**src/exu_settings.svh**
```systemverilog
`ifndef EXU_SETTINGS_SVH
`define EXU_SETTINGS_SVH

`define EXU_XLEN       64
`define EXU_REQ_DEPTH  4   // also the issue credits after reset
`define EXU_RES_DEPTH  4
`define EXU_WB_CREDITS 2
`define EXU_TAG_W      4

`endif

```
**src/exu_pkg.sv**
```systemverilog
`default_nettype none

`include "exu_settings.svh"

package exu_pkg;

    typedef enum logic [4:0] {
        OP_ADD   = 5'd1,
        OP_SLL   = 5'd3,
        OP_ADDW  = 5'd4,
        OP_SUB   = 5'd5,
        OP_SRA   = 5'd6,
        OP_AND   = 5'd7,
        OP_SLLW  = 5'd8,
        OP_XOR   = 5'd9,
        OP_OR    = 5'd10,
        OP_SRL   = 5'd11,
        OP_MULW  = 5'd12,
        OP_MULHU = 5'd13,
        OP_MUL   = 5'd16,
        OP_DIVU  = 5'd19,
        OP_DIV   = 5'd20,
        OP_REMU  = 5'd23,
        OP_REM   = 5'd24,
        OP_SUBW  = 5'd25,
        OP_SLT   = 5'd26,
        OP_SLTU  = 5'd27
    } alu_op_e;

    typedef enum logic [1:0] {
        SEL_RS1_RS2 = 2'd0,
        SEL_RS1_IMM = 2'd1,
        SEL_PC_IMM  = 2'd2,
        SEL_PC_4    = 2'd3
    } src_sel_e;

    typedef struct packed {
        alu_op_e               op;
        src_sel_e              sel;
        logic [`EXU_TAG_W-1:0] tag;
        logic [`EXU_XLEN-1:0]  rs1;
        logic [`EXU_XLEN-1:0]  rs2;
        logic [`EXU_XLEN-1:0]  imm;
        logic [`EXU_XLEN-1:0]  pc;
    } exu_req_t;

    typedef struct packed {
        logic [`EXU_TAG_W-1:0] tag;
        logic [`EXU_XLEN-1:0]  data;
    } exu_res_t;

    // ops handled by the iterative unit
    function automatic logic is_muldiv(alu_op_e op);
        return op inside {OP_MUL, OP_MULHU, OP_MULW, OP_DIV, OP_DIVU, OP_REM, OP_REMU};
    endfunction

endpackage

`default_nettype wire

```
**src/exu_alu.sv**
```systemverilog
`timescale 1ns/1ps
`default_nettype none

`include "exu_settings.svh"

module exu_alu (
    input  wire exu_pkg::alu_op_e  op,
    input  wire exu_pkg::src_sel_e sel,
    input  wire [`EXU_XLEN-1:0]    rs1,
    input  wire [`EXU_XLEN-1:0]    rs2,
    input  wire [`EXU_XLEN-1:0]    imm,
    input  wire [`EXU_XLEN-1:0]    pc,
    output logic [`EXU_XLEN-1:0]   a,
    output logic [`EXU_XLEN-1:0]   b,
    output logic [`EXU_XLEN-1:0]   result
);

    localparam int XLEN = `EXU_XLEN;

    logic [XLEN-1:0] sum;
    logic [XLEN-1:0] diff;
    logic [5:0]      shamt;
    logic [31:0]     sllw;

    always_comb begin
        case (sel)
            exu_pkg::SEL_RS1_IMM: begin
                a = rs1;
                b = imm;
            end
            exu_pkg::SEL_PC_IMM: begin
                a = pc;
                b = imm;
            end
            exu_pkg::SEL_PC_4: begin
                a = pc;
                b = XLEN'(4);  // link address
            end
            default: begin
                a = rs1;
                b = rs2;
            end
        endcase
    end

    assign sum   = a + b;
    assign diff  = a - b;
    assign shamt = b[5:0];
    assign sllw  = a[31:0] << b[4:0];  // word shift uses five bits

    always_comb begin
        case (op)
            exu_pkg::OP_ADD: begin
                result = sum;
            end
            exu_pkg::OP_SUB: begin
                result = diff;
            end
            exu_pkg::OP_SLL: begin
                result = a << shamt;
            end
            exu_pkg::OP_SRL: begin
                result = a >> shamt;
            end
            exu_pkg::OP_SRA: begin
                result = $signed(a) >>> shamt;
            end
            exu_pkg::OP_AND: begin
                result = a & b;
            end
            exu_pkg::OP_OR: begin
                result = a | b;
            end
            exu_pkg::OP_XOR: begin
                result = a ^ b;
            end
            exu_pkg::OP_SLT: begin
                result = XLEN'($signed(a) < $signed(b));
            end
            exu_pkg::OP_SLTU: begin
                result = XLEN'(a < b);
            end
            exu_pkg::OP_ADDW: begin
                result = {{(XLEN-32){sum[31]}}, sum[31:0]};
            end
            exu_pkg::OP_SUBW: begin
                result = {{(XLEN-32){diff[31]}}, diff[31:0]};
            end
            exu_pkg::OP_SLLW: begin
                result = {{(XLEN-32){sllw[31]}}, sllw};
            end
            default: begin
                result = '0;  // iterative ops
            end
        endcase
    end

endmodule

`default_nettype wire

```
**src/exu_muldiv.sv**
```systemverilog
`timescale 1ns/1ps
`default_nettype none

`include "exu_settings.svh"

module exu_muldiv (
    input  wire                   clk,
    input  wire                   rst_n,
    input  wire                   start,
    input  wire exu_pkg::alu_op_e op,
    input  wire [`EXU_XLEN-1:0]   a,
    input  wire [`EXU_XLEN-1:0]   b,
    output logic                  busy,
    output logic                  done,
    output logic [`EXU_XLEN-1:0]  result
);

    localparam int XLEN = `EXU_XLEN;
    localparam int CW   = $clog2(XLEN);

    logic [XLEN-1:0]  hi;   // product high half or partial remainder
    logic [XLEN-1:0]  lo;   // multiplier bits then quotient
    logic [XLEN-1:0]  opd;  // multiplicand or divisor magnitude
    logic             neg;
    logic             mul_q;
    exu_pkg::alu_op_e op_q;
    logic [CW-1:0]    cnt;

    logic             is_mul;
    logic             is_signed;
    logic             is_rem;
    logic             a_neg;
    logic             b_neg;
    logic             div_zero;
    logic             div_ovf;
    logic [XLEN-1:0]  s_hi;
    logic [XLEN-1:0]  s_lo;
    logic [XLEN-1:0]  s_opd;
    logic [XLEN:0]    add_sum;
    logic [XLEN:0]    rem_sh;
    logic [XLEN:0]    rem_diff;
    logic [XLEN-1:0]  nxt_hi;
    logic [XLEN-1:0]  nxt_lo;
    logic [XLEN-1:0]  mag;

    assign is_mul    = op inside {exu_pkg::OP_MUL, exu_pkg::OP_MULHU, exu_pkg::OP_MULW};
    assign is_signed = op inside {exu_pkg::OP_DIV, exu_pkg::OP_REM};
    assign is_rem    = op inside {exu_pkg::OP_REM, exu_pkg::OP_REMU};
    assign a_neg     = is_signed & a[XLEN-1];
    assign b_neg     = is_signed & b[XLEN-1];
    assign div_zero  = !is_mul && (b == '0);
    assign div_ovf   = is_signed && (a == {1'b1, {(XLEN-1){1'b0}}}) && (&b);

    // the start cycle already runs step one on the fresh operands
    assign s_hi  = start ? '0 : hi;
    assign s_lo  = start ? (is_mul ? b : (a_neg ? -a : a)) : lo;
    assign s_opd = start ? (is_mul ? a : (b_neg ? -b : b)) : opd;

    assign add_sum  = {1'b0, s_hi} + (s_lo[0] ? {1'b0, s_opd} : '0);
    assign rem_sh   = {s_hi, s_lo[XLEN-1]};
    assign rem_diff = rem_sh - {1'b0, s_opd};

    always_comb begin
        if (start ? is_mul : mul_q) begin
            nxt_hi = add_sum[XLEN:1];
            nxt_lo = {add_sum[0], s_lo[XLEN-1:1]};
        end else if (!rem_diff[XLEN]) begin
            nxt_hi = rem_diff[XLEN-1:0];  // trial subtract fits
            nxt_lo = {s_lo[XLEN-2:0], 1'b1};
        end else begin
            nxt_hi = rem_sh[XLEN-1:0];
            nxt_lo = {s_lo[XLEN-2:0], 1'b0};
        end
    end

    always_ff @(posedge clk) begin
        if (!rst_n) begin
            busy <= 1'b0;
            done <= 1'b0;
            cnt  <= '0;
        end else begin
            done <= 1'b0;
            if (start) begin
                busy <= 1'b1;
                done <= div_zero | div_ovf;  // corner cases finish at once
                cnt  <= CW'(1);
            end else if (done) begin
                busy <= 1'b0;
            end else if (busy) begin
                cnt  <= cnt + 1'b1;
                done <= (cnt == CW'(XLEN - 1));
            end
        end
    end

    always_ff @(posedge clk) begin
        if (start) begin
            op_q  <= op;
            mul_q <= is_mul;
            opd   <= s_opd;
            if (div_zero) begin
                hi  <= a;
                lo  <= '1;
                neg <= 1'b0;
            end else if (div_ovf) begin
                hi  <= '0;
                lo  <= a;
                neg <= 1'b0;
            end else begin
                hi  <= nxt_hi;
                lo  <= nxt_lo;
                neg <= is_rem ? a_neg : (a_neg ^ b_neg);
            end
        end else if (busy && !done) begin
            hi <= nxt_hi;
            lo <= nxt_lo;
        end
    end

    assign mag = (op_q inside {exu_pkg::OP_REM, exu_pkg::OP_REMU}) ? hi : lo;

    always_comb begin
        case (op_q)
            exu_pkg::OP_MUL:   result = lo;
            exu_pkg::OP_MULHU: result = hi;
            exu_pkg::OP_MULW:  result = {{(XLEN-32){lo[31]}}, lo[31:0]};
            default:           result = neg ? -mag : mag;  // sign fixup
        endcase
    end

endmodule

`default_nettype wire

```
**src/exu_queue.sv**
```systemverilog
`timescale 1ns/1ps
`default_nettype none

module exu_queue #(
    parameter type payload_t = logic,
    parameter int  DEPTH     = 4
) (
    input  wire           clk,
    input  wire           rst_n,
    input  wire           push,
    input  wire payload_t push_data,
    input  wire           pop,
    output payload_t      head,
    output logic          empty,
    output logic          full
);

    localparam int PW = (DEPTH > 1) ? $clog2(DEPTH) : 1;

    payload_t      mem [DEPTH];
    logic [PW-1:0] wr_ptr;
    logic [PW-1:0] rd_ptr;
    logic [PW:0]   count;

    always_ff @(posedge clk) begin
        if (push) begin
            mem[wr_ptr] <= push_data;
        end
    end

    always_ff @(posedge clk) begin
        if (!rst_n) begin
            wr_ptr <= '0;
            rd_ptr <= '0;
            count  <= '0;
        end else begin
            if (push) begin
                wr_ptr <= (wr_ptr == PW'(DEPTH - 1)) ? '0 : wr_ptr + 1'b1;
            end
            if (pop) begin
                rd_ptr <= (rd_ptr == PW'(DEPTH - 1)) ? '0 : rd_ptr + 1'b1;
            end
            count <= count + {{PW{1'b0}}, push} - {{PW{1'b0}}, pop};
        end
    end

    assign head  = mem[rd_ptr];
    assign empty = (count == '0);
    assign full  = (count == (PW+1)'(DEPTH));

endmodule

`default_nettype wire

```
**src/exu_top.sv**
```systemverilog
`timescale 1ns/1ps
`default_nettype none

`include "exu_settings.svh"

module exu_top (
    input  wire                    clk,
    input  wire                    rst_n,
    input  wire                    req_valid,
    input  wire exu_pkg::alu_op_e  req_op,
    input  wire exu_pkg::src_sel_e req_sel,
    input  wire [`EXU_TAG_W-1:0]   req_tag,
    input  wire [`EXU_XLEN-1:0]    req_rs1,
    input  wire [`EXU_XLEN-1:0]    req_rs2,
    input  wire [`EXU_XLEN-1:0]    req_imm,
    input  wire [`EXU_XLEN-1:0]    req_pc,
    output logic                   req_credit,
    output logic                   res_valid,
    output logic [`EXU_TAG_W-1:0]  res_tag,
    output logic [`EXU_XLEN-1:0]   res_data,
    input  wire                    res_credit
);

    localparam int CRW = $clog2(`EXU_WB_CREDITS + 1);

    exu_pkg::exu_req_t     req_in;
    exu_pkg::exu_req_t     req_head;
    logic                  req_empty;
    logic                  head_md;
    logic                  pop;
    logic                  md_start;
    logic [`EXU_XLEN-1:0]  alu_a;
    logic [`EXU_XLEN-1:0]  alu_b;
    logic [`EXU_XLEN-1:0]  alu_result;
    logic                  md_busy;
    logic                  md_done;
    logic [`EXU_XLEN-1:0]  md_result;
    logic [`EXU_TAG_W-1:0] md_tag;  // tag of the op in the muldiv unit
    exu_pkg::exu_res_t     res_in;
    exu_pkg::exu_res_t     res_head;
    logic                  res_push;
    logic                  res_empty;
    logic                  res_full;
    logic [CRW-1:0]        wb_credits;

    assign req_in = '{op:  req_op,  sel: req_sel, tag: req_tag,
                      rs1: req_rs1, rs2: req_rs2, imm: req_imm, pc: req_pc};

    exu_queue #(.payload_t(exu_pkg::exu_req_t), .DEPTH(`EXU_REQ_DEPTH)) req_q (
        .clk(clk), .rst_n(rst_n), .push(req_valid), .push_data(req_in),
        .pop(pop), .head(req_head), .empty(req_empty), .full()
    );

    // a busy muldiv unit holds back every later op to keep results in order
    assign head_md    = exu_pkg::is_muldiv(req_head.op);
    assign pop        = !req_empty && !res_full && !md_busy;
    assign md_start   = pop && head_md;
    assign req_credit = pop;

    exu_alu u_alu (
        .op(req_head.op), .sel(req_head.sel), .rs1(req_head.rs1), .rs2(req_head.rs2),
        .imm(req_head.imm), .pc(req_head.pc), .a(alu_a), .b(alu_b), .result(alu_result)
    );

    exu_muldiv u_muldiv (
        .clk(clk), .rst_n(rst_n), .start(md_start), .op(req_head.op), .a(alu_a), .b(alu_b),
        .busy(md_busy), .done(md_done), .result(md_result)
    );

    always_ff @(posedge clk) begin
        if (md_start) begin
            md_tag <= req_head.tag;
        end
    end

    assign res_push = (pop && !head_md) || md_done;

    always_comb begin
        if (md_done) begin
            res_in.tag  = md_tag;
            res_in.data = md_result;
        end else begin
            res_in.tag  = req_head.tag;
            res_in.data = alu_result;
        end
    end

    exu_queue #(.payload_t(exu_pkg::exu_res_t), .DEPTH(`EXU_RES_DEPTH)) res_q (
        .clk(clk), .rst_n(rst_n), .push(res_push), .push_data(res_in),
        .pop(res_valid), .head(res_head), .empty(res_empty), .full(res_full)
    );

    assign res_valid = !res_empty && (wb_credits != '0);
    assign res_tag   = res_head.tag;
    assign res_data  = res_head.data;

    always_ff @(posedge clk) begin
        if (!rst_n) begin
            wb_credits <= CRW'(`EXU_WB_CREDITS);
        end else if (res_credit && !res_valid) begin
            if (wb_credits != CRW'(`EXU_WB_CREDITS)) begin  // saturate at grant
                wb_credits <= wb_credits + 1'b1;
            end
        end else if (!res_credit && res_valid) begin
            wb_credits <= wb_credits - 1'b1;
        end
    end

endmodule

`default_nettype wire
```
**config.mk**
```make
export PLATFORM = sky130hd
export DESIGN_NAME = exu_top
export DESIGN_NICKNAME = d
export VERILOG_FILES = /design/src/exu_pkg.sv /design/src/exu_alu.sv /design/src/exu_muldiv.sv /design/src/exu_queue.sv /design/src/exu_top.sv
export VERILOG_INCLUDE_DIRS = /design/src
export SDC_FILE = /design/constraint.sdc
export NUM_CORES = 2
export LEC_CHECK = 0
export ABC_AREA = 1
export BUFFER_PORTS_ARGS = -buffer_cell sky130_fd_sc_hd__clkbuf_2
export CAP_MARGIN = 20
export CORE_MARGIN = 2
export CORE_UTILIZATION = 24
export DETAILED_ROUTE_END_ITERATION = 7
export PLACE_DENSITY = 0.39
export SKIP_LAST_GASP = 1
export SYNTH_ARGS = -nofsm -noshare
export SYNTH_HDL_FRONTEND = slang
export SYNTH_SLANG_ARGS = --single-unit
```
**constraint.sdc**
```tcl
create_clock -name clk -period 19.65 [get_ports clk]
set_clock_uncertainty 0.15 [all_clocks]
set_input_delay 3.93 -clock clk [delete_from_list [all_inputs] [get_ports clk]]
set_output_delay 3.93 -clock clk [all_outputs]
set_load 0.01 [all_outputs]
```
==> results.md <==
| Metric | This run |
|:---|:---|
| Most common cell after layout, fill and taps aside | sky130_fd_sc_hd__nand2_1 |
| Clock network latency to the later pin of the worst-skew pair | 0.97 ns |
| Fin crit share | 58.0% |
| Slowest CP cell | sky130_fd_sc_hd__nand2_8 |
| Clock tree from TritonCTS | yes |
| Post-Synthesis Mean Instance Area | 7.55 um^2 |
| Kind of capture point of the worst setup path | flip-flop |
| Classification of the worst-slack hold path | flip-flop to flip-flop |
| Count of input and output buffers | 340 |
| Count of distinct cell types in the synthesized netlist | 62 |
| Final period demand of the worst path | 11.39 ns |
| Number of antenna violations at the first check in global routing | 150 |
| Signal arrival time at the worst endpoint | 11.93 ns |
| Post-synthesis to final-layout area growth | 13.7% |
| Area of the multi-input gates | 51,800 um^2 |
| Largest net degree at the start of global routing | 126 |
| Floorplan die height | 670 um |
| Clock root buffer | sky130_fd_sc_hd__clkbuf_16 |
| Maximum buffer depth of the clock tree | 4 |
| Count of standard-cell rows | 244 |
| Layout fillers | 48,858 |
| Area enclosed by the die boundary | 449,000 um^2 |
| Pins over their slew limit | 1 |
| Commonest cells after routing, fill and taps aside | sky130_fd_sc_hd__nand2_1 (3,648), sky130_fd_sc_hd__nor2_1 (1,860), sky130_fd_sc_hd__edfxtp_1 (1,542) |
| Routed length per placed instance | 31.5 um |
| Ys async rst share | 0% |
| Total of cells resized after clock tree synthesis | 0 |
| Maximum achievable frequency | 87.8 MHz |
| Wire length of the first global-routing pass | 859,000 um |
| Total setup violations reported at the end of the flow | 0 |
| Count of flip-flops with a built-in enable after synthesis | 1,542 |
| CP startpoint kind | flip-flop |
| NumNets Final | 14,889 |
| Cell type with the highest occurrence count on the critical path | sky130_fd_sc_hd__nand2_1 |
| Required time at the worst-slack endpoint | 20.18 ns |
| Number of placed I/O pins | 341 |
| Setup slack after placement | 8.65 ns |
| Maximum fanout count along the critical path | 90 |
| Least-Margin Pin Slew | 1.51 ns |
| Launch point of the worst hold path | req_q.count[2] |
| Headroom to the max-slew limit | -0.425% |
| DR DRC count | 0 |
| Final Hold Violating Endpoints | 0 |
| Starting density of the core | 24.1% |
| Post-Synthesis Cells | 14,100 |
| Final worst slack | 8.26 ns |
| Routability-driven placement congestion ratio | 1.07 |
| Total buffers and inverters traversed by the critical path | 8 |
| DRT iter0 DRCs | 14,407 |
| Violated checks | slew limit |
| Number of warning messages in the yosys log | 0 |
| Setup tns final | 0 ns |
| Half-perimeter wire length of the detailed placement result | 503,000 um |
| Wirelength, routed | 642,000 um |
| Hold Buf Count CTS | 0 |
| Core region area | 442,000 um^2 |
| Reg2Reg Capture Point | u_muldiv.hi[48] |
| Total congestion overflow | 0 |
| Hold Crit Depth | 1 |
| Count of state elements after synthesis | 1,571 |
| Via count of the first global-routing pass | 99,015 |
| Reg area | 46,900 um^2 |
| Average vias per placed instance | 5.25 |
| Most used flip-flop cell after synthesis | sky130_fd_sc_hd__edfxtp_1 |
| Total of max-cap violations | 0 |
| Unrepaired setup endpoints after global routing | no |
| Die X | 670 um |
| Clock H-tree levels | 4 |
| Family with the most delay on the worst path | simple AND/OR/NAND/NOR gates |
| CTS sink count | 1,571 |
| Outcome | finished, violations left |
| Net Count, Synth | 14,721 |
| Worst reg2reg path depth | 33 |
| Share of the yosys chip area belonging to registers | 44.0% |
| Biggest cell delay along the critical path | 0.99 ns |
| Cts bufs inserted | 190 |
| Via count | 107,022 |
| Fraction of layout instances using a drive strength above 1 | 7.92% |
| Endpoint with the worst hold slack | req_q.count[2] |
| Clock slew seen by the registers of the worst setup and hold paths | 0.07 ns |
| GR Util All Layers | 27.4% |
| Post-CTS Setup Repair Bufs | 0 |
| Worst setup slack for register-to-register paths | 8.26 ns |
| Crit path kind | flip-flop to flip-flop |
| Number of search-and-repair iterations in the first detailed-routing pass | 7 |
| Synth Cell Area | 106,000 um^2 |
| Post-detailed-route count of antenna-violating nets | 0 |
[Yosys cell counts, drive strengths merged (33+ instances only)]
cell type  number  area [um^2]
nor2         1891         7150
nand3        1541         7780
nand4         111          701
edfxtp       1542        46300
o211ai        144         1110
inv          1222         4590
buf           343         2140
ha            344         4300
o21ai        1279         6480
a21o           33          248
a221oi         47          412
nor3          129          661
clkbuf        333         1250
a31oi          36          240
a21oi         767         3920
o21a           35          263
nand2        3717        14100
o21bai         48          360
o22ai         122          763
xnor2          53          464
xor2           94          823
[worst reg2reg max path, delay by kind of cell, from the launching register on]
kind | cells | cell delay, ns
adders and majority gates | 1 | 0.40
buffers and inverters | 8 | 3.00
and+or+nand+nor | 19 | 4.87
AOI/OAI and AO/OA | 5 | 2.26
DFF | 1 | 0.51
[worst max-delay path by stage]
stage                      end  slack (ns)      start  cells past startpoint
3_5_place_dp   u_muldiv.hi[48]        8.65  flip-flop                     33
2_1_floorplan  req_q.mem[3][0]        9.48  req_valid                      3
3_3_place_gp   u_muldiv.hi[48]        8.59  flip-flop                     33
4_1_cts        u_muldiv.hi[48]        8.69  flip-flop                     33
6_report       u_muldiv.hi[48]        8.26  flip-flop                     33
5_1_grt        u_muldiv.hi[48]        8.04  flip-flop                     33
[metal layers]
layer / routed length, um / up-vias / track usage, %
li1: - / 48203 / -
met1: 278000 / 52218 / 37.1
met2: 265000 / 5333 / 40.2
met3: 63200 / 1176 / 7.70
met4: 34800 / 92 / 12.8
met5: 584 / - / 0
[stage by stage]
step	hold slack (ns)	area (um^2)	utilization, %	std cells
after floorplan	0.274	106000	-	14100
after global placement	0.304	115000	26.0	19965
after detailed placement	0.309	115000	26.0	19968
after CTS	0.320	121000	27.4	20319
after global routing	0.342	121000	27.4	20335
final	0.315	121000	27.4	20386
[cell families (layout without fill, tap and decap cells)]
kind of cell	count (synthesis)	after routing	share of synthesized area, %
AND/OR/NAND/NOR	7493	7493	29.2
other	0	55	0
XOR/XNOR	147	147	1.21
buffers and inverters	1908	2235	7.54
flip-flops	1571	1571	44.0
AO/OA/AOI/OAI	2631	2631	13.9
adder cells (fa/ha/maj)	350	350	4.16
[flip-flops by register name, indices dropped and copies added (netlist names), named ones only]
register	cells
res_q.rd_ptr	2
u_muldiv.cnt	6
wb_credits	2
u_muldiv.opd	64
u_muldiv.hi	64
u_muldiv.op_q	5
req_q.mem	1068
req_q.count	3
req_q.rd_ptr	2
md_tag	4
u_muldiv.mul_q	1
u_muldiv.lo	64
res_q.mem	272
res_q.count	3
u_muldiv.neg	1
res_q.wr_ptr	2
req_q.wr_ptr	2
u_muldiv.busy	1
u_muldiv.done	1
[final cells by class]
| class | instances | area share [%] |
|---|---|---|
| inverter | 1232 | 3.88 |
| clock buffer | 237 | 4.10 |
| clock inverter | 114 | 0.854 |
| sequential | 1571 | 38.7 |
| timing repair buffer | 652 | 3.42 |
| multi-input combinational | 10621 | 42.8 |
| tap | 5904 | 6.10 |
| antenna | 55 | 0.114 |
Power is not shown: default switching activity piles up to over one toggle a cycle in this logic, so the estimate is an artifact.
